[config.mk]
export PLATFORM = sky130hd
export DESIGN_NAME = immGen
export DESIGN_NICKNAME = d
export VERILOG_FILES = /design/src/isaPkg.sv /design/src/immGen.sv
export SDC_FILE = /design/constraint.sdc
export NUM_CORES = 1
export LEC_CHECK = 0
export ABC_AREA = 0
export BUFFER_PORTS_ARGS = -buffer_cell sky130_fd_sc_hd__buf_2
export CORE_AREA = 2 2 39 41
export DETAILED_ROUTE_END_ITERATION = 7
export DIE_AREA = 0 0 41 43
export PLACE_DENSITY = 0.82
export SYNTH_ARGS = -nofsm -noshare
export SYNTH_HDL_FRONTEND = slang
export SYNTH_SLANG_ARGS = --single-unit
[constraint.sdc]
create_clock -name vclk -period 3.4
set_clock_uncertainty 0.15 [all_clocks]
set_input_delay 0.51 -clock vclk [all_inputs]
set_output_delay 0.51 -clock vclk [all_outputs]
set_load 0.005 [all_outputs]
[src/isaPkg.sv]
package isaPkg;

    // Major opcodes of the supported subset
    localparam logic [6:0] opR      = 7'b0110011;
    localparam logic [6:0] opImm    = 7'b0010011;
    localparam logic [6:0] opLoad   = 7'b0000011;
    localparam logic [6:0] opStore  = 7'b0100011;
    localparam logic [6:0] opBranch = 7'b1100011;

    localparam logic [2:0] f3AddSub = 3'b000;
    localparam logic [2:0] f3Slt    = 3'b010;
    localparam logic [2:0] f3Or     = 3'b110;
    localparam logic [2:0] f3And    = 3'b111;
    localparam logic [2:0] f3Word   = 3'b010; // lw / sw width
    localparam logic [2:0] f3Beq    = 3'b000;

    localparam logic f7Sub = 1'b1; // funct7[5] set for sub

    // One instruction word, seen through each format
    typedef union packed {
        struct packed {
            logic [6:0] funct7;
            logic [4:0] rs2;
            logic [4:0] rs1;
            logic [2:0] funct3;
            logic [4:0] rd;
            logic [6:0] opcode;
        } rType;
        struct packed {
            logic [11:0] imm;
            logic [4:0]  rs1;
            logic [2:0]  funct3;
            logic [4:0]  rd;
            logic [6:0]  opcode;
        } iType;
        struct packed {
            logic [6:0] immHi;  // imm[11:5]
            logic [4:0] rs2;
            logic [4:0] rs1;
            logic [2:0] funct3;
            logic [4:0] immLo;  // imm[4:0]
            logic [6:0] opcode;
        } sType;
        struct packed {
            logic       imm12;
            logic [5:0] immHi;  // imm[10:5]
            logic [4:0] rs2;
            logic [4:0] rs1;
            logic [2:0] funct3;
            logic [3:0] immLo;  // imm[4:1]
            logic       imm11;
            logic [6:0] opcode;
        } bType;
    } instWord;

endpackage

[src/immGen.sv]
module immGen (
    input  isaPkg::instWord inst,
    output logic [31:0]     imm
);
    import isaPkg::*;

    always_comb begin
        case (inst.rType.opcode)
            opImm, opLoad: begin
                imm = {{20{inst.iType.imm[11]}}, inst.iType.imm};
            end
            opStore: begin
                imm = {{20{inst.sType.immHi[6]}}, inst.sType.immHi, inst.sType.immLo};
            end
            opBranch: begin
                // Byte offset, bit 0 always clear
                imm = {{19{inst.bType.imm12}}, inst.bType.imm12, inst.bType.imm11,
                       inst.bType.immHi, inst.bType.immLo, 1'b0};
            end
            default: begin
                imm = 32'h0;
            end
        endcase
    end

endmodule

-- Yosys cells after proc, flatten, opt, wreduce, memory -nomap -nowiden
Index checks and enable logic that the tools add are counted.
- add/sub/neg operators: 0
- $mul: 0
- div/mod/pow operators: 0
- order comparisons: 0
- equality and inequality tests: 4
- shifts and indexed selects: 0
- multiplexer cells: 1
- bitwise logic cells: 0
- reduce and logical (&&, ||, !) cells: 1
- operators with widths (cell ; count):
    $pmux 32 s3 ; 1
    $eq 7x2->1 const B ; 1
    $eq 7x5->1 const B ; 1
    $eq 7x6->1 const B ; 1
    $eq 7x7->1 const B ; 1
    $reduce_or 2->1 ; 1
- bits in registers: 0
- bits in latches: 0
- bits in writable memories: 0
- ROM bits: 0
- bits of input ports: 32
- output and inout port bits: 32
- word-level logic and storage cells: 6
- memories: 0

-- Logic depth before layout (Yosys ltp)
- depth in word-level cells: 3
- gate-level depth with buffers: 4
- mapped depth without buffers: 2

-- Worst setup path before layout
Ideal clock, no wire load.
- path type: input to output
- start: input inst[2] (netlist bit)
- end: output imm[13]
- arrival time: 2.423 ns
- required time: 2.740 ns
- path slack: 0.317 ns
- stages on the path: 4
- buffers on the path: 2
- cells stage by stage: nand4bb_1 > buf_2 > nor3b_1 > buf_4
- longest elaborated chain between the ends: 3
- elaborated cells on any way between the ends: 6
- classes of those cells: eq/ne: 4; mux: 1; reduce/logical: 1
- RTL lines (item ; line ; text):
    start, declared ; immGen.sv:2 ; input isaPkg::instWord inst,
    $eq 7x5->1 / $eq 7x2->1 (equally long branches) ; immGen.sv:8 ; case (inst.rType.opcode)
    $reduce_or 2->1 ; immGen.sv:8 ;
    $pmux 32 s3 * ; immGen.sv:8 ;
    end, declared ; immGen.sv:3 ; output logic [31:0] imm
Every way passes the cells marked *; elsewhere a longest branch is shown, timed or not.

-- Worst setup path in the final report
- start: input inst[2] (netlist bit)
- end: output imm[24]
Same word-level chain as after synthesis.

==> metrics <==
Post-CTS Hold Fix Bufs=0; Final Core Density=36.8%; vias in the first global route=279; uppermost layer routed=met3; Flop pwr share=0%; share of layout cells above drive strength 1=71.4%; PwrDens=64.2 nW/um^2; Setup Viol. Count Final=0; Yosys warning count=0; Port Buffer Count=56; cells along the critical path=buf_2 -> nand4bb_1 -> nor3b_1 -> buf_4 -> buf_2; crit path max fanout=20; chip height=43 um; Leak Pwr=0.000317 uW; Post-Synthesis Cells=48; global route overflow=0; max cap viols=0; status=completed; final period utilization=73.2%; num sequential=0; Cell Rows=14; Routed WL=1.01 mm; antenna-violating nets left=0; drt wl/cell=10.1 um; slowest stage delay, CP=520 ps; Worst path slowest cell=nand4bb_1; Post-CTS Setup Inserts=0; worst min path class=input pin to output port; synth-to-layout area growth=41.3%; CORE AREA=1380 um^2; Synth area leader=buf_4; Yosys top cell area share=39.6%; CP Capture Type=output port; RSZ-0062 raised after global routing=false; largest net degree at the start of global routing=21; setup TNS=0 ps; final layout net count=118; top post-synthesis cells by area=buf_4, nor3b_1, nand3b_1; Via-to-Cell Ratio=4.60; crit path kind=input pin to output port; Detailed Route Iter0 Violations=1; syn nets=80; Slew Limit Headroom=63.9%; Die W=41 um; worst slew pin tran=538 ps; P_sw=13.6 uW; total die area=1760 um^2; Pre-Repair DR Iteration Count=2; total track usage=8.19%; via count=460; DRC Markers=0; worst vdd ir=0.0181 mV; M1 wire length=333 um; metal3 WL=193 um; antenna violations before repair=0; pre-CTS WS=894 ps; net switching fraction of the power=41.7%; syn avg cell area=7.51 um^2; Clk pwr share=0%; internal power=19.1 uW; crit path DAT=1830 ps; Comb pwr share=100.0%; crit path to=imm[24]; clkbuf count=0; fill count=146; first-pass GRT wire length=1.06 mm; Max Fclk=0.402 GHz; Worst Hold Depth=3; final slew viol count=0; endpoints failing hold=0; Starting Density=26.0%; final critical-path setup slack=912 ps; GP Congestion=0.550; Detailed Place HPWL=833 um; Crit path max-delay family=simple AND/OR/NAND/NOR gates; CTS resizes=0; crit path from=inst[2]; cell mode on critical path=buf_2; WP depth=5; met2 wire length=480 um; crit path time final=2490 ps; CP Buf/Inv Count=3; post-synthesis cell area=360 um^2; Crit path required time=2740 ps; distinct cell type count after synthesis=14; sequential area share after synthesis=0%; n_diodes=0; I/O pin count=64; Worst setup SP type=input pin; Storage cell area=0 um^2
[power groups by stage]
stage / Sequential, uW / Combinational (uW) / Clock (uW)
detailed placement: 0 / 33.0 / 0
finish: 0 / 32.7 / 0
floorplan: 0 / 17.5 / 0
global route: 0 / 36.3 / 0
global placement: 0 / 31.9 / 0
CTS: 0 / 33.1 / 0
[cell families after synthesis]
logic type | count (synthesis) | share of synthesized area [%]
buffers and inverters | 21 | 44.1
and+or+nand+nor | 20 | 42.7
AOI/OAI and AO/OA | 6 | 10.1
muxes | 1 | 3.12
[through the flow]
step           power [uW]  instances  hold WS [ps]  cell area, um^2
2_1_floorplan        17.5         48           904              360
5_1_grt              36.3        100          1210              509
3_3_place_gp         31.9        100          1200              509
4_1_cts              33.1        100          1200              509
6_report             32.7        100          1200              509
3_5_place_dp         33.0        100          1190              509
[worst min-delay path, delay by kind of cell]
family / cells / cell delay [ps]
buffers and inverters: 2 / 210
and+or+nand+nor: 1 / 120
[routing by layer]
| metal | up-vias | GRT usage, % |
|---|---|---|
| met5 | - | 0 |
| met3 | 0 | 0 |
| met1 | 200 | 7.28 |
| met2 | 35 | 18.4 |
| li1 | 225 | - |
| met4 | 0 | 0 |
[area by class of cell]
cell class / instances / area, um^2 / share of cell area, %
timing repair buffer: 57 / 288 / 56.5
tap: 16 / 20.0 / 3.93
multi-input combinational: 27 / 201 / 39.6
[layout by cell type (no fill, tap or decap)]
master	count
a221oi_1	1
buf_2	56
nand3b_1	5
nor3b_1	7
a21oi_1	4
or3b_1	2
nand2b_1	2
mux2_2	1
or3b_2	2
nand4bb_1	1
a211oi_1	1
buf_4	1
nand3_1	1
[synth_stat cells]
master     number
a21oi_1         4
a221oi_1        1
nand4bb_1       1
nand3b_1        5
mux2_2          1
buf_2           1
a211oi_1        1
nand3_1         1
buf_4          19
or3b_2          2
nor3b_1         7
or3b_1          2
nand2b_1        2
buf_6           1
[worst min-delay path by stage]
stage	start	to	slack (ps)
after floorplan	inst[6]	imm[0]	900
after global placement	inst[28]	imm[8]	1200
after detailed placement	inst[30]	imm[10]	1190
after CTS	inst[30]	imm[10]	1200
after global routing	inst[27]	imm[7]	1210
final	inst[30]	imm[10]	1200
Power figures use the tool's default switching activity.
