$ cat src/isaPkg.sv
package isaPkg;

    // Major opcodes of the supported subset
    localparam logic [6:0] opR      = 7'b0110011;
    localparam logic [6:0] opImm    = 7'b0010011;
    localparam logic [6:0] opLoad   = 7'b0000011;
    localparam logic [6:0] opStore  = 7'b0100011;
    localparam logic [6:0] opBranch = 7'b1100011;

    localparam logic [2:0] f3AddSub = 3'b000;
    localparam logic [2:0] f3Slt    = 3'b010;
    localparam logic [2:0] f3Or     = 3'b110;
    localparam logic [2:0] f3And    = 3'b111;
    localparam logic [2:0] f3Word   = 3'b010; // lw / sw width
    localparam logic [2:0] f3Beq    = 3'b000;

    localparam logic f7Sub = 1'b1; // funct7[5] set for sub

    // One instruction word, seen through each format
    typedef union packed {
        struct packed {
            logic [6:0] funct7;
            logic [4:0] rs2;
            logic [4:0] rs1;
            logic [2:0] funct3;
            logic [4:0] rd;
            logic [6:0] opcode;
        } rType;
        struct packed {
            logic [11:0] imm;
            logic [4:0]  rs1;
            logic [2:0]  funct3;
            logic [4:0]  rd;
            logic [6:0]  opcode;
        } iType;
        struct packed {
            logic [6:0] immHi;  // imm[11:5]
            logic [4:0] rs2;
            logic [4:0] rs1;
            logic [2:0] funct3;
            logic [4:0] immLo;  // imm[4:0]
            logic [6:0] opcode;
        } sType;
        struct packed {
            logic       imm12;
            logic [5:0] immHi;  // imm[10:5]
            logic [4:0] rs2;
            logic [4:0] rs1;
            logic [2:0] funct3;
            logic [3:0] immLo;  // imm[4:1]
            logic       imm11;
            logic [6:0] opcode;
        } bType;
    } instWord;

endpackage

$ cat src/ctrlPkg.sv
package ctrlPkg;

    localparam int unsigned xlen = 32;

    // Memory sizes in words
    localparam int unsigned instDepth    = 64;
    localparam int unsigned dataDepth    = 64;
    localparam int unsigned instAddrBits = $clog2(instDepth);
    localparam int unsigned dataAddrBits = $clog2(dataDepth);

    localparam logic [xlen-1:0] resetPc = 32'h0000_0000;

    // ALU operation code
    typedef logic [3:0] aluOp;

    localparam aluOp aluAnd = 4'b0000;
    localparam aluOp aluOr  = 4'b0001;
    localparam aluOp aluAdd = 4'b0010;
    localparam aluOp aluSub = 4'b0110;
    localparam aluOp aluSlt = 4'b0111;

    // Second ALU operand
    localparam logic srcReg = 1'b0;
    localparam logic srcImm = 1'b1;

    // Writeback source
    localparam logic wbAlu = 1'b0;
    localparam logic wbMem = 1'b1;

endpackage

$ cat src/control.sv
module control (
    input  logic            reset,
    input  isaPkg::instWord inst,
    output logic            aluSrc,
    output ctrlPkg::aluOp   aluCtl,
    output logic            memWrite,
    output logic            memToReg,
    output logic            regWrite,
    output logic            branch
);
    import isaPkg::*;
    import ctrlPkg::*;

    always_comb begin
        // Safe defaults, no state changes
        aluSrc   = srcReg;
        aluCtl   = aluAdd;
        memWrite = 1'b0;
        memToReg = wbAlu;
        regWrite = 1'b0;
        branch   = 1'b0;

        if (!reset) begin
            case (inst.rType.opcode)
                opR: begin
                    regWrite = 1'b1;
                    case (inst.rType.funct3)
                        f3AddSub: aluCtl = (inst.rType.funct7[5] == f7Sub) ? aluSub : aluAdd;
                        f3Slt:    aluCtl = aluSlt;
                        f3Or:     aluCtl = aluOr;
                        f3And:    aluCtl = aluAnd;
                        default:  regWrite = 1'b0; // Unsupported R op
                    endcase
                end
                opImm: begin
                    if (inst.iType.funct3 == f3AddSub) begin // addi only
                        aluSrc   = srcImm;
                        regWrite = 1'b1;
                    end
                end
                opLoad: begin
                    if (inst.iType.funct3 == f3Word) begin
                        aluSrc   = srcImm;
                        memToReg = wbMem;
                        regWrite = 1'b1;
                    end
                end
                opStore: begin
                    if (inst.sType.funct3 == f3Word) begin
                        aluSrc   = srcImm;
                        memWrite = 1'b1;
                    end
                end
                opBranch: begin
                    if (inst.bType.funct3 == f3Beq) begin
                        aluCtl = aluSub; // Equal when difference is zero
                        branch = 1'b1;
                    end
                end
                default: ;
            endcase
        end
    end

endmodule

$ cat config.mk
export PLATFORM = sky130hd
export DESIGN_NAME = control
export DESIGN_NICKNAME = d
export VERILOG_FILES = /design/src/isaPkg.sv /design/src/ctrlPkg.sv /design/src/control.sv
export SDC_FILE = /design/constraint.sdc
export NUM_CORES = 1
export LEC_CHECK = 0
export BUFFER_PORTS_ARGS = -buffer_cell sky130_fd_sc_hd__buf_2
export CAP_MARGIN = 20
export CORE_AREA = 5 5 42 44
export DETAILED_ROUTE_END_ITERATION = 7
export DIE_AREA = 0 0 47 49
export GPL_TIMING_DRIVEN = 0
export SLEW_MARGIN = 30
export SYNTH_ARGS = -nofsm -noshare
export SYNTH_HDL_FRONTEND = slang
export SYNTH_SLANG_ARGS = --single-unit
$ cat constraint.sdc
create_clock -name vclk -period 1.37
set_input_delay 0.0685 -clock vclk [all_inputs]
set_output_delay 0.0685 -clock vclk [all_outputs]
set_load 0.02 [all_outputs]
## Word-level counts from Yosys, hierarchy flattened

Cells that the tools add are included.

- Input bits: 33
- Output and inout port bits: 9
- Logic and storage cells: 29
- Register bits: 0

- Eq/ne operators: 8
- Muxes and demuxes: 18
- Reduce and logical (&&, ||, !) cells: 3

Operators with widths:

| kind | number |
|---|---|
| $eq 7x6->1 const B | 2 |
| $pmux 3 s4 | 1 |
| $mux 1 | 11 |
| $mux 3 | 3 |
| $eq 7x2->1 const B | 1 |
| $eq 7x5->1 const B | 1 |
| $eq 7x7->1 const B | 1 |
| $eq 3x3->1 const B | 2 |
| $pmux 3 s2 | 1 |
| $reduce_or 4->1 | 1 |
| $eq 3x2->1 const B | 1 |
| $logic_not 3->1 | 1 |
| $pmux 1 s3 | 1 |
| $pmux 1 s2 | 1 |
| $reduce_or 2->1 | 1 |

## Longest topological paths before layout

- Depth in word-level cells: 5
- Mapped depth: 4

## Worst setup path before layout

No wires, ideal clock.

- Path type: input-to-output
- Start point: in inst[3] in the netlist's numbering
- End point: out aluCtl[2]
- Buffers on the path: 0
- Setup slack: 112 ps
- Arrival time: 1189 ps
- Data required time: 1302 ps
- Stages on the path: 2
- Cell sequence: or4_4 > a2111oi_2

- Cells in the longest elaborated chain, start to end: 3
- Elaborated cells between the ends (all ways): 4
- Those cells by class: 2 x eq/ne; 2 x mux

Ends and longest elaborated chain:

| element | RTL line | text |
|---|---|---|
| start: declaration | control.sv:3 | `input isaPkg::instWord inst,` |
| $eq 7x7->1 or $eq 7x6->1 (tied branches) | control.sv:24 | `case (inst.rType.opcode)` |
| $pmux 3 s2 * | control.sv:24 |  |
| $mux 3 * | control.sv:23 | `if (!reset) begin` |
| end: declaration | control.sv:5 | `output ctrlPkg::aluOp aluCtl,` |

Mark *: on every way between the ends. The rest lies on a longest branch, timed or not.

## Worst setup path in the final report

Ends and elaborated chain as after synthesis.

==> run_results.csv <==
group,metric,value,unit
sta,slew_violations,0,
yosys,syn-instance-count,30,
critical_path,critPathArrivalTime,1250,ps
layout,antenna_cells,0,
hold_path,worstHoldEndpoint,"aluSrc",
grt,grt_pass1_wl,1020,microns
grt,overflow,0,
place,placedInstanceArea,305,sq um
sta,min_period,1320,ps
pwr,peakVddDrop,0.0000491,V
critical_path,critical_path_class,"primary input to output pin",
layout,seq_cell_count,0,
layout,seq_area,0,sq um
layout,drive_above_1_share,0.510,
pwr,p_seq_frac,0,
grt,first_global_vias,239,
grt,grt_start_max_net_pins,10,
hold_path,hold_path.class,"primary input to output pin",
floorplanning,coreArea,1400,sq um
sta,finalHoldViolations,0,
floorplanning,rows,14,
floorplanning,start_util,0.136,
floorplanning,die_h,49,microns
detailed_routing,drtIter0Drc,3,
critical_path,worstPathRequired,1300,ps
yosys,synth.avg_cell_area,6.34,sq um
critical_path,slowest_delay,570,ps
run_status,outcome,"finished, final reports clean",
critical_path,crit_chain,"buf_2 > or4_4 > a2111oi_2 > buf_2",
detailed_routing,route.detailed.drc,0,
place,place.gp.congestion,0.846,
clocking,ctsResizeCount,0,
pwr,combPwrFrac,1.000,
place,portBuffers,19,
flow_run,maxCapViolCount,0,
floorplanning,io_pins,42,
detailed_routing,routed_via_density,4.26,
detailed_routing,wl_per_cell,10.6,microns
grt,antenna_found_initial,0,
layout,fin_area,312,sq um
layout,n_clock_buffer,0,
yosys,syn-num-nets,63,
yosys,synth_cell_types,22,
layout,fin_nets,84,
layout,area_growth_syn_to_layout,63.8,%
pwr,p_leak,0.153,nW
critical_path,crit_path_frequent_cell,"buf_2",
layout,fillers,174,
sta,fin_tns_setup,0,ps
pwr,pwr-share-clk,0,
hold_path,worstHoldStart,"inst[6]",
detailed_routing,first_pass_iters,4,
yosys,syn_area,190,sq um
yosys,ys_seq_area_frac,0,
detailed_routing,wl,689,microns
sta,post-route-period-util,0.964,
sta,fmax,757,MHz
sta,setup_viol,0,
detailed_routing,ant_nets,0,
floorplanning,fp.dieW,47,microns
pwr,p_int,0.0000241,W
clocking,holdBufCountCts,0,
hold_path,whs_path_depth,3,
critical_path,worstPathMaxFanout,4,
yosys,ys_warn_count,0,
pwr,p_per_area,175,nW/um^2
clocking,cts_setup_buffers,0,
grt,grt_usage,0.0554,
sta,rsz0062_at_grt,"no",
pwr,power_switching_share,0.557,
critical_path,startpoint_type,"primary input",
floorplanning,die_area,2300,sq um
place,hpwlAfterDp,597,microns
critical_path,cp-end-kind,"output pin",
pwr,power.switching,0.0000303,W
detailed_routing,num_vias,277,
critical_path,cp_slowest_cell,"or4_4",
[placed cells by master, fill, tap and decap left out]
cell type / n
and4_1: 1
nor2_1: 4
o21ai_0: 1
and3_1: 1
or4_4: 1
inv_1: 3
nand3_1: 2
and2_1: 1
buf_2: 19
nor2b_1: 1
a2111oi_2: 1
nand2_1: 2
a21oi_1: 2
or2_2: 1
and4b_1: 1
nor4b_2: 2
buf_4: 1
clkbuf_1: 1
nor3b_1: 1
nor4_1: 1
conb_1: 1
o221ai_1: 1
[cells in the mapped netlist]
library cell  instances  area [sq um]
o221ai_1              1          8.76
nor2_1                4          15.0
nor4_1                1          6.26
nor2b_1               1          6.26
nor4b_1               1          8.76
conb_1                1          3.75
a21oi_1               2          10.0
nand2_1               2          7.51
or2_2                 1          6.26
nor4b_2               1          15.0
nand3_1               2          10.0
nor3b_1               1          7.51
and2_1                1          6.26
and4b_1               1          10.0
buf_4                 1          7.51
or4_4                 1          11.3
a2111oi_2             1          15.0
o21ai_0               1          5.00
clkbuf_1              1          3.75
inv_1                 3          11.3
and3_1                1          6.26
and4_1                1          8.76
[worst max path at each step]
stage,startpoint,to,slack [ps],depth (start not counted)
2_1_floorplan,inst[3],aluCtl[2],110,2
3_3_place_gp,inst[3],aluCtl[2],40,4
3_5_place_dp,inst[5],branch,30,5
4_1_cts,inst[3],aluCtl[2],50,4
5_1_grt,inst[3],aluCtl[2],20,4
6_report,inst[3],aluCtl[2],50,4
[power groups by stage]
stage                     clock, W  combinational (W)  sequential [W]
final                            0          0.0000544               0
after global routing             0          0.0000607               0
after CTS                        0          0.0000531               0
after detailed placement         0          0.0000529               0
after global placement           0          0.0000519               0
after floorplan                  0          0.0000272               0
[metrics by stage]
step | hold slack [ps] | worst slack [ps] | cells | util | power [W]
after floorplan | 190 | 112 | 30 | - | 0.0000272
after CTS | 465 | 50.5 | 65 | 0.218 | 0.0000531
final | 462 | 49.7 | 65 | 0.222 | 0.0000544
after global placement | 465 | 44.0 | 65 | 0.218 | 0.0000519
after detailed placement | 465 | 30.6 | 65 | 0.218 | 0.0000529
after global routing | 487 | 16.4 | 65 | 0.222 | 0.0000607
[worst max-delay path: cells and delay by family]
kind                   cells  cell delay (ps)
AO/OA/AOI/OAI              1              280
AND/OR/NAND/NOR            1              570
buffers and inverters      2              330
[logic make-up after synthesis]
group | synth area share
AND/OR/NAND/NOR | 0.658
AO/OA/AOI/OAI | 0.204
buffers and inverters | 0.118
other | 0.0197
[cell type report]
type,instances,area [sq um],share of cell area
Tap cell,16,20.0,0.0643
Inverter,3,11.3,0.0361
Multi-Input combinational cell,25,174,0.558
Buffer,2,11.3,0.0361
Timing Repair Buffer,19,95.1,0.305
[per-layer routing]
layer	global-route usage	wire [microns]	vias up
li1	-	-	147
met1	0.0826	297	118
met2	0.0837	311	12
met3	0.0148	80	0
met4	0	0	0
met5	0	0	-
No activity file was read; power rests on OpenSTA's default activity.
