File: src/ctrlPkg.sv
package ctrlPkg;

    localparam int unsigned xlen = 32;

    // Memory sizes in words
    localparam int unsigned instDepth    = 64;
    localparam int unsigned dataDepth    = 64;
    localparam int unsigned instAddrBits = $clog2(instDepth);
    localparam int unsigned dataAddrBits = $clog2(dataDepth);

    localparam logic [xlen-1:0] resetPc = 32'h0000_0000;

    // ALU operation code
    typedef logic [3:0] aluOp;

    localparam aluOp aluAnd = 4'b0000;
    localparam aluOp aluOr  = 4'b0001;
    localparam aluOp aluAdd = 4'b0010;
    localparam aluOp aluSub = 4'b0110;
    localparam aluOp aluSlt = 4'b0111;

    // Second ALU operand
    localparam logic srcReg = 1'b0;
    localparam logic srcImm = 1'b1;

    // Writeback source
    localparam logic wbAlu = 1'b0;
    localparam logic wbMem = 1'b1;

endpackage

File: src/alu.sv
module alu (
    input  logic [ctrlPkg::xlen-1:0] a,
    input  logic [ctrlPkg::xlen-1:0] b,
    input  ctrlPkg::aluOp            op,
    output logic [ctrlPkg::xlen-1:0] result,
    output logic                     zero
);
    import ctrlPkg::*;

    always_comb begin
        case (op)
            aluAdd: result = a + b;
            aluSub: result = a - b;
            aluAnd: result = a & b;
            aluOr:  result = a | b;
            aluSlt: begin
                // Signed compare
                result = {{(xlen-1){1'b0}}, ($signed(a) < $signed(b))};
            end
            default: result = '0;
        endcase
    end

    assign zero = (result == '0);

endmodule

File: config.mk
export PLATFORM = sky130hd
export DESIGN_NAME = alu
export DESIGN_NICKNAME = d
export VERILOG_FILES = /design/src/ctrlPkg.sv /design/src/alu.sv
export SDC_FILE = /design/constraint.sdc
export NUM_CORES = 1
export LEC_CHECK = 0
export BUFFER_PORTS_ARGS = -buffer_cell sky130_fd_sc_hd__buf_2
export CORE_UTILIZATION = 55
export DETAILED_ROUTE_END_ITERATION = 6
export PLACE_DENSITY = 0.79
export SYNTH_ARGS = -nofsm -noshare
export SYNTH_HDL_FRONTEND = slang
export SYNTH_SLANG_ARGS = --single-unit
export TNS_END_PERCENT = 10
File: constraint.sdc
create_clock -name vclk -period 8.3
set_input_delay 0 -clock vclk [all_inputs]
set_output_delay 0 -clock vclk [all_outputs]
set_load 0.05 [all_outputs]
Word level (Yosys, flattened, before mapping)
Index checks and enable logic that the tools add are counted.
{"block": "op_classes", "addsub": 2, "order_cmp": 1, "n_eq_ne": 4, "mux": 1, "n_bitwise": 2, "n_reduce_logical": 2}
{"cell": "$pmux W32 S5", "n": 1}
{"cell": "$add A32 B32 Y32", "n": 1}
{"cell": "$and A32 B32 Y32", "n": 1}
{"cell": "$logic_not A32 Y1", "n": 1}
{"cell": "$lt A32 B32 Y1", "n": 1}
{"cell": "$or A32 B32 Y32", "n": 1}
{"cell": "$sub A32 B32 Y32", "n": 1}
{"cell": "$eq A4 B3 Y1 const B", "n": 2}
{"cell": "$eq A4 B1 Y1 const B", "n": 1}
{"cell": "$eq A4 B2 Y1 const B", "n": 1}
{"cell": "$logic_not A4 Y1", "n": 1}
{"block": "word_totals", "ff_bits": 0, "inputBits": 68}

Logic depth before layout (Yosys ltp)
Gate-level depths: netlist of the first run.
{"block": "depth", "depth_word": 3, "ltp_mapped": 14, "ltp_nobuf": 14}

Worst setup path before layout of the first run
No wires, ideal clock.
{"block": "synth_path", "path_type": "input to output", "from": "input a[0] in the netlist's numbering", "to": "output zero", "arrival_ns": 3.890, "required_time_ns": 8.300, "slack_ns": 4.410, "stages": 13, "n_path_buf": 0, "cell_sequence": "ha_1 -> fa_1 -> a21o_1 -> a221oi_1 -> o21ai_0 -> a21oi_1 -> a21oi_1 -> nor2_1 -> xnor2_1 -> o221ai_1 -> a2111oi_0 -> or4bb_1 -> and4bb_1"}
{"block": "synth_between", "elab_chain_len": 3}
{"item": "from (decl)", "line_no": "alu.sv:2", "rtl": "input logic [ctrlPkg::xlen-1:0] a,"}
{"item": "$sub A32 B32 Y32 / $add A32 B32 Y32 (equally long branches)", "line_no": "alu.sv:13, alu.sv:12"}
{"item": "$pmux W32 S5 *", "line_no": "alu.sv:11", "rtl": "case (op)"}
{"item": "net result, one bit", "line_no": "alu.sv:5", "rtl": "output logic [ctrlPkg::xlen-1:0] result,"}
{"item": "$logic_not A32 Y1 *", "line_no": "alu.sv:24", "rtl": "assign zero = (result == '0);"}
{"item": "to (decl)", "line_no": "alu.sv:6", "rtl": "output logic zero"}
The timed path passes the listed nets; every way through them passes the cells marked *.

Worst setup path in the final report of the first run
{"block": "layout_path", "from": "input a[4] in the netlist's numbering", "to": "output zero"}
{"block": "layout_between", "elab_chain_len": 3}
{"item": "$sub A32 B32 Y32, or another cell as far along", "line_no": "alu.sv:13", "rtl": "aluSub: result = a - b;"}
{"item": "$pmux W32 S5 *", "line_no": "alu.sv:11"}
{"item": "$logic_not A32 Y1 *", "line_no": "alu.sv:24"}
Mark *: on every way between the ends. The rest lies on a longest branch, timed or not.

==> summary.md, run 1 <==
| Metric | Value |
|---|---|
| Final RePlAce weighted congestion | 1.02 |
| Critical Path End | zero |
| Commonest non-fill, non-tap cell in the layout | ha_1 |
| Pwr dens | 77.7 nW/um^2 |
| Synth Instances | 780 |
| Simple-gate share of the synthesized area | 20.0% |
| Pint | 149 uW |
| Tightest Hold Check Type | in2out |
| Final Hold Viols | 0 |
| Crit end category | primary output |
| Clock group share of total power | 0% |
| Post-synthesis mux area share | 2.27% |
| VDD IR max | 0.0000393 V |
| Most frequent cells in the layout | 103 x ha_1, 101 x buf_2, 99 x inv_1, 75 x a21oi_1, 75 x nor2_1 |
| Antenna diode count | 0 |
| Worst Setup SP | a[4] |
| Switching component of the power | 296 uW |
| Largest net degree at the start of global routing | 62 |
| Post-route setup slack | 3.53 ns |
| Pre-antenna DRT Iters | 5 |
| Total number of vias | 6,285 |
| Vias per cell | 6.45 |
| Post-route cell area | 5730 um^2 |
| Detail Placement HPWL | 15,200 um |
| Cts hold-fix bufs | 0 |
| FF/Latch Area | 0 um^2 |
| Worst-path maximum fanout | 8 |
| GRT Max-Usage Layer | met2 |
| Post-Route Setup TNS | 0 ns |
| Final setup viols | 0 |
| Core box area | 9280 um^2 |
| Final critical-path share of the clock period | 57.5% |
| Initial antenna violation count | 0 |
| Synth warn | 0 |
| Syn-to-layout area delta | 8.43% |
| IO Count | 101 |
| Share of layout cells above drive strength 1 | 14.9% |
| Max Fclk | 210 MHz |
| Met1 Track Usage GR | 46.6% |
| Global-route wire length before repair | 29,300 um |
| RSZ-0062 raised after global routing | no |
| CP most frequent cell | buf_2 |
| Synth cell types | 87 |
| Logic pwr share | 100.0% |
| Port bufs | 101 |
| DP Area | 5730 um^2 |
| Slew @ Worst Pin | 0.847 ns |
| Placement Rows | 35 |
| Startpoint Class | input pin |
| Mean post-synth cell area | 6.77 um^2 |
| Pleak | 2.89 nW |
| Die extent in x | 100 um |
| Overflow after GRT | 0 |
| WL/cell | 19.4 um |
| Largest family of logic cells by synthesized area | compound AO/OA/AOI/OAI gates |
| Die Height | 100 um |
| Initial Util | 56.9% |
| Slew HR | 43.0% |
| Post-synthesis sequential area ratio | 0% |
| ANT nets after route | 0 |
| Seq cells | 0 |
| Synth Area in XOR/XNOR | 4.48% |
| Adder-Cell Fraction of Synth Area | 25.2% |
| Met3 Use GR | 2.86% |
| Synth Cell Area | 5280 um^2 |
| Total track usage | 36.3% |
| CP arrival | 4.77 ns |
| Synthesized Nets | 953 |
| Max Transition Viols Final | 0 |
| Clock buffers | 0 |
| Maximum Capacitance Violations | 0 |
| Fin nets | 1,020 |
| DIE AREA | 10,000 um^2 |
| Net Sw Frac | 66.5% |
| Drc violations | 0 |
| Vias in the first global route | 5,754 |
| Hold Path Origin | op[3] |
| Share of power burned in registers | 0% |
| CP peak stage delay | 0.71 ns |
| CP Class | in2out |
| FILL cells | 931 |
| Synth Area in Compound Gates | 36.0% |
| # resized after CTS | 0 |
| Tot Pwr | 445 uW |
| Final min period | 4.77 ns |
| Initial DRC Count | 464 |
| Met2 usage | 63.3% |
| Final WL | 18,900 um |
| DP Worst Slack | 3.58 ns |
| WP data required | 8.30 ns |
| Status | finished clean |
| Slowest stage cell, crit path | o31ai_2 |
| Crit path cell chain | buf_2 > inv_1 > ha_1 > nand2_1 > o31ai_2 > o21ba_2 > o21ai_1 > o41ai_1 > a21boi_0 > xnor2_1 > a2111oi_0 > nand4bb_1 > or4_1 > and4bb_1 > buf_2 |
| Post-CTS setup buffers | 0 |
## critical path: cells and delay by family
kind,cells,cell delay [ns]
AOI/OAI and AO/OA,6,2.64
xor gates and xnor gates,1,0.19
adders and majority gates,1,0.41
buffers and inverters,3,0.44
and+or+nand+nor,4,1.09
## cell type report
class	instances	area (um^2)	share of cell area (%)
tap	129	161	2.82
multi-input combinational	639	4650	81.2
inverter	101	379	6.62
timing repair buffer	105	536	9.35
## power groups by stage
stage                     sequential (mW)  clock (mW)  combinational, mW
after floorplan                         0           0              0.320
after global placement                  0           0              0.425
after detailed placement                0           0              0.431
after CTS                               0           0              0.434
after global routing                    0           0              0.476
final                                   0           0              0.445
## cell families after synthesis
family	after synthesis
AO/OA/AOI/OAI	278
multiplexers	12
AND/OR/NAND/NOR	217
adder cells (fa/ha/maj)	105
XOR/XNOR	27
buffers and inverters	141
## metrics by stage
stage	cells	hold slack (ns)	utilization (%)
2_1_floorplan	780	0.445	-
3_3_place_gp	974	0.638	61.7
3_5_place_dp	974	0.642	61.7
4_1_cts	974	0.645	61.7
5_1_grt	974	0.666	61.7
6_report	974	0.654	61.7
## synthesized netlist by cell type (all sizes together) (7+ instances only)
master / instances / area share, %
clkbuf: 13 / 1.1
a21oi: 76 / 7.4
inv: 99 / 7.0
nor2: 75 / 5.3
buf: 27 / 3.8
nand2: 55 / 3.9
mux2i: 12 / 2.3
o21bai: 7 / 0.99
a21o: 19 / 2.9
o21ai: 49 / 4.6
o211ai: 12 / 1.7
ha: 103 / 24
nand4: 7 / 0.83
or3: 7 / 0.83
o31ai: 16 / 2.4
nor4: 8 / 1.1
xnor2: 26 / 4.3
o22ai: 13 / 1.5
and3: 7 / 0.83
nor3: 17 / 1.8
nor2b: 7 / 0.83
a211oi: 15 / 2.1
nand3: 12 / 1.1
a31oi: 8 / 1.1
## worst min-delay path by stage
stage,to,slack [ns],cells after the start
after floorplan,result[10],0.45,3
after global placement,result[3],0.64,4
after detailed placement,result[3],0.64,4
after CTS,result[3],0.65,4
after global routing,result[3],0.67,4
final,result[3],0.65,4
## layer usage
| metal | vias to the layer above | part of all wire (%) |
|---|---|---|
| met5 | - | 0 |
| met1 | 2911 | 41 |
| li1 | 2934 | - |
| met4 | 0 | 3.8 |
| met3 | 65 | 8.7 |
| met2 | 375 | 46 |
Power figures use the tool's default switching activity.
==> inputs of run 2 (changes only) <==
--- a/config.mk
+++ b/config.mk
@@ -6,9 +6,9 @@
 export NUM_CORES = 1
 export LEC_CHECK = 0
 export BUFFER_PORTS_ARGS = -buffer_cell sky130_fd_sc_hd__buf_2
-export CORE_UTILIZATION = 55
+export CORE_UTILIZATION = 54
 export DETAILED_ROUTE_END_ITERATION = 6
-export PLACE_DENSITY = 0.79
+export PLACE_DENSITY = 0.81
 export SYNTH_ARGS = -nofsm -noshare
 export SYNTH_HDL_FRONTEND = slang
 export SYNTH_SLANG_ARGS = --single-unit
==> constraint.sdc (replaced) <==
create_clock -name vclk -period 4
set_input_delay 0 -clock vclk [all_inputs]
set_output_delay 0 -clock vclk [all_outputs]
set_load 0.05 [all_outputs]
==> run 2 against run 1 <==
  * Combinational power up 120%
  * Cell area up 5.3%
  * Final cell count up 3.4%
  * Critical path type unchanged
  * Largest power group unchanged
==> summary.md, run 2 (synthesis gave the netlist of run 1 again) <==
| Metric | Value |
|---|---|
| Core box area | 9370 um^2 |
| Vias in the first global route | 5,709 |
| Max Transition Viols Final | 0 |
| Global-route wire length before repair | 28,500 um |
| Initial DRC Count | 442 |
| Total number of vias | 6,268 |
| Cts hold-fix bufs | 0 |
| Max Fclk | 261 MHz |
| Tot Pwr | 962 uW |
| CP arrival | 3.83 ns |
| Final critical-path share of the clock period | 95.7% |
| DP Area | 5980 um^2 |
| Met2 wire len | 8000 um |
| Fin nets | 1,053 |
| Detail Placement HPWL | 14,800 um |
| CP Class | in2out |
| Post-route cell area | 6030 um^2 |
| Final WL | 18,000 um |
| Crit end category | primary output |
| Tightest Hold Check Type | in2out |
| Overflow after GRT | 0 |
| ANT nets after route | 0 |
| Final RePlAce weighted congestion | 1.08 |
| Pre-antenna DRT Iters | 6 |
| Placement Rows | 35 |
| Total track usage | 34.8% |
| Pleak | 3.06 nW |
| Vias per cell | 6.22 |
| DIE AREA | 10,200 um^2 |
| Antenna diode count | 0 |
| Clock buffers | 0 |
| Slew HR | 38.9% |
| Most frequent cells in the layout | 103 x ha_1, 101 x buf_2, 99 x inv_1, 74 x nor2_1, 73 x a21oi_1 |
| Initial antenna violation count | 0 |
| Status | finished clean |
| Count of non-filler cells in the finished layout | 1,007 |
| IO Count | 101 |
| FF/Latch Area | 0 um^2 |
| Seq cells | 0 |
| Startpoint Class | input pin |
| Final Hold Viols | 0 |
| WL met3 | 1660 um |
| FILL cells | 944 |
| Die Height | 101 um |
| WL/cell | 17.9 um |
| Largest net degree at the start of global routing | 31 |
| Initial Util | 56.4% |
| Die extent in x | 101 um |
| Drc violations | 0 |
| Post-Route Setup TNS | 0 ns |
| Slew @ Worst Pin | 0.909 ns |
| Final min period | 3.83 ns |
| Placed cells | 1,007 |
| DR top layer | met4 |
| Met1 Wirelength | 7740 um |
| Pwr dens | 160 nW/um^2 |
| Commonest non-fill, non-tap cell in the layout | ha_1 |
| WP data required | 4.00 ns |
| Post-layout util | 64.4% |
| Maximum Capacitance Violations | 0 |
| Port bufs | 101 |
| Worst-path maximum fanout | 6 |
| Share of layout cells above drive strength 1 | 18.8% |
| VDD IR max | 0.0000800 V |
| Final setup viols | 0 |
| Syn-to-layout area delta | 14.2% |
==> run 2: changes by cell type in the layout (fill, tap and decap cells not counted), sizes merged <==
| cell | previous run | this run |
|---|---|---|
| buf | 105 | 138 |
==> run 2: final cells by class <==
type | count | area [um^2] | area share, %
Tap cell | 129 | 161 | 2.68
Inverter | 101 | 379 | 6.28
Multi-Input combinational cell | 639 | 4710 | 78.1
Timing Repair Buffer | 138 | 783 | 13.0
==> run 2: worst max-delay path, cell delays in order <==
cell and delay, ns:
buf_2 0.10, inv_1 0.05, ha_1 0.39, buf_4 0.20
a21oi_1 0.20, o31ai_1 0.16, a21oi_4 0.19, a21oi_1 0.12
o32ai_1 0.39, xnor2_1 0.17, o22ai_1 0.17, a2111oi_1 0.45
nand4bb_1 0.20, or4_1 0.50, and4bb_1 0.28, buf_2 0.26
==> run 2: routing by layer <==
layer | GRT usage [%] | vias to the layer above
met5 | 0 | -
li1 | - | 3007
met3 | 3.68 | 57
met1 | 46.4 | 2843
met4 | 10.8 | 0
met2 | 58.5 | 361
==> run 2: where the power goes <==
part	leakage, nW	internal, mW	switching, mW
Sequential	0	0	0
Clock	0	0	0
Combinational	3.06	0.345	0.618
Total	3.06	0.345	0.618
==> run 2: through the flow <==
stage                     setup WS, ns  hold WS, ns
after floorplan                  0.110        0.445
after global placement           0.143        0.646
final                            0.173        0.644
after CTS                      0.00500        0.640
after global routing          -0.00495        0.663
after detailed placement      -0.00906        0.633
==> run 2: path summary, 6_finish.rpt <==
path / from / endpoint / slack, ns / depth (start not counted)
max: a[12] / zero / 0.17 / 16
min: op[3] / result[3] / 0.64 / 4
==> run 2: repair_timing <==
item	CTS	global route
setup endpoints to repair	1	1
resized for setup	2	10
buffers inserted	0	0
==> inputs of run 3 (changes only) <==
==> constraint.sdc (replaced) <==
create_clock -name vclk -period 4
set_input_delay 0.4 -clock vclk [all_inputs]
set_output_delay 0.4 -clock vclk [all_outputs]
set_load 0.05 [all_outputs]
==> run 3 against run 2 <==
  * The run now ends with setup timing left
  * First-iteration DRC count up 38%
  * Setup slack worse by 0.55 ns
  * Cell area is 31% higher
  * Fmax decreased by 13%
==> summary.md, run 3 (synthesis gave the netlist of run 1 again) <==
| Metric | Value |
|---|---|
| RSZ-0062 raised after global routing | yes |
| Post-Route Setup TNS | -0.375 ns |
| Total number of vias | 7,491 |
| Met1 Track Usage GR | 49.3% |
| CP top delay family | compound AO/OA/AOI/OAI gates |
| GRT Max-Usage Layer | met2 |
| IO Count | 101 |
| Logic pwr share | 100.0% |
| Largest net degree at the start of global routing | 29 |
| Buffers plus inverters on the worst setup path | 4 |
| Post-route setup slack | -0.375 ns |
| VDD IR max | 0.000110 V |
| Most frequent cells in the layout | 243 x buf_4, 99 x buf_2, 98 x inv_1, 96 x ha_1, 71 x nor2_1 |
| Pleak | 4.09 nW |
| Pint | 566 uW |
| Die extent in x | 101 um |
| Clock group share of total power | 0% |
| Maximum Capacitance Violations | 0 |
| Hold path endpoint | result[5] |
| Tightest Hold Check Type | in2out |
| Vias in the first global route | 7,449 |
| Startpoint Class | input pin |
| WL/cell | 18.4 um |
| Slowest stage cell, crit path | o32ai_1 |
| Initial antenna violation count | 1 |
| Post-layout util | 84.6% |
| WHS | 1.55 ns |
| Fin nets | 1,258 |
| Clock buffers | 0 |
| Crit end category | primary output |
| Pwr dens | 164 nW/um^2 |
| Final WL | 22,300 um |
| Drc violations | 0 |
| Core box area | 9370 um^2 |
| Final RePlAce weighted congestion | 1.07 |
| WP data required | 3.60 ns |
| DP Worst Slack | -0.555 ns |
| Final critical-path share of the clock period | 109% |
| Switching component of the power | 738 uW |
| Met3 Use GR | 6.59% |
| Crit path cell chain | buf_2 > inv_1 > ha_1 > a21o_1 > buf_4 > a31o_4 > a21oi_4 > a21oi_1 > o32ai_1 > xnor2_1 > o22ai_2 > a2111oi_4 > nand4bb_1 > or4_1 > and4bb_4 > buf_8 |
| Die Height | 101 um |
| Placement Rows | 35 |
| Port bufs | 101 |
| Final min period | 4.38 ns |
| Overflow after GRT | 0 |
| Max Fclk | 229 MHz |
| Worst-path maximum fanout | 6 |
| ANT nets after route | 0 |
| Final Hold Viols | 0 |
| Initial DRC Count | 612 |
| Net Sw Frac | 56.6% |
| Slew HR | 46.8% |
| Status | finished, violations left |
| Hold Path Origin | a[5] |
| Pre-antenna DRT Iters | 5 |
| DIE AREA | 10,200 um^2 |
| Failing checks | setup timing |
| Share of layout cells above drive strength 1 | 38.9% |
| Total track usage | 43.5% |
| CP Class | in2out |
| Commonest non-fill, non-tap cell in the layout | buf_4 |
| Global-route wire length before repair | 35,300 um |
| Seq cells | 0 |
| FF/Latch Area | 0 um^2 |
| Vias per cell | 6.18 |
| Met2 usage | 75.4% |
| Count of non-filler cells in the finished layout | 1,213 |
| CP peak stage delay | 0.42 ns |
| Placed cells | 1,210 |
| Final setup viols | 1 |
| Syn-to-layout area delta | 50.1% |
| CP arrival | 3.98 ns |
| Share of power burned in registers | 0% |
| Worst hold path depth | 7 |
| Max Transition Viols Final | 0 |
| Initial Util | 56.4% |
| Detail Placement HPWL | 18,300 um |
| Slew @ Worst Pin | 0.790 ns |
-- run 3: tightest hold or removal path, stage by stage --
cell     delay, ns
buf_2         0.11
inv_1         0.05
ha_2          0.18
nand2_1       0.05
o21ai_0       0.05
o21ai_0       0.08
buf_2         0.21
-- run 3: stage by stage --
stage	power, mW	instance area (um^2)
floorplan	0.713	5520
global placement	1.18	7730
detailed placement	1.22	7730
CTS	1.25	7870
global route	1.38	7930
finish	1.30	7930
-- run 3: timing repair --
item,CTS,global route
hold buffers,0,0
resized for setup,24,19
pin swaps,8,7
endpoints found under the setup margin,2,4
gates cloned,0,0
setup buffers,2,0
-- run 3: routing by layer --
layer	wire, um	vias to the layer above
li1	-	3419
met1	8320	3407
met4	1630	0
met3	2110	161
met2	10200	504
met5	0	-
-- run 3: how the worst max path moves through the flow --
stage               startpoint    to  slack [ns]  cells past startpoint
global route             a[20]  zero       -0.47                     14
global placement          a[0]  zero       -0.45                     16
floorplan                 a[0]  zero       0.005                     14
finish                    a[8]  zero       -0.38                     16
detailed placement        b[4]  zero       -0.56                     17
CTS                       a[8]  zero       -0.29                     16
-- run 3: final cells by class --
class,count,area (um^2)
multi-input cells,639,5050
repair buffers,343,2330
fillers,642,1440
inverters,101,383
well taps,129,161
diodes,1,2.50
-- run 3: power groups by stage --
stage / registers (mW) / logic [mW] / clock network, mW
after floorplan: 0 / 0.713 / 0
after global placement: 0 / 1.18 / 0
after detailed placement: 0 / 1.22 / 0
after CTS: 0 / 1.25 / 0
after global routing: 0 / 1.38 / 0
final: 0 / 1.30 / 0.0000000147
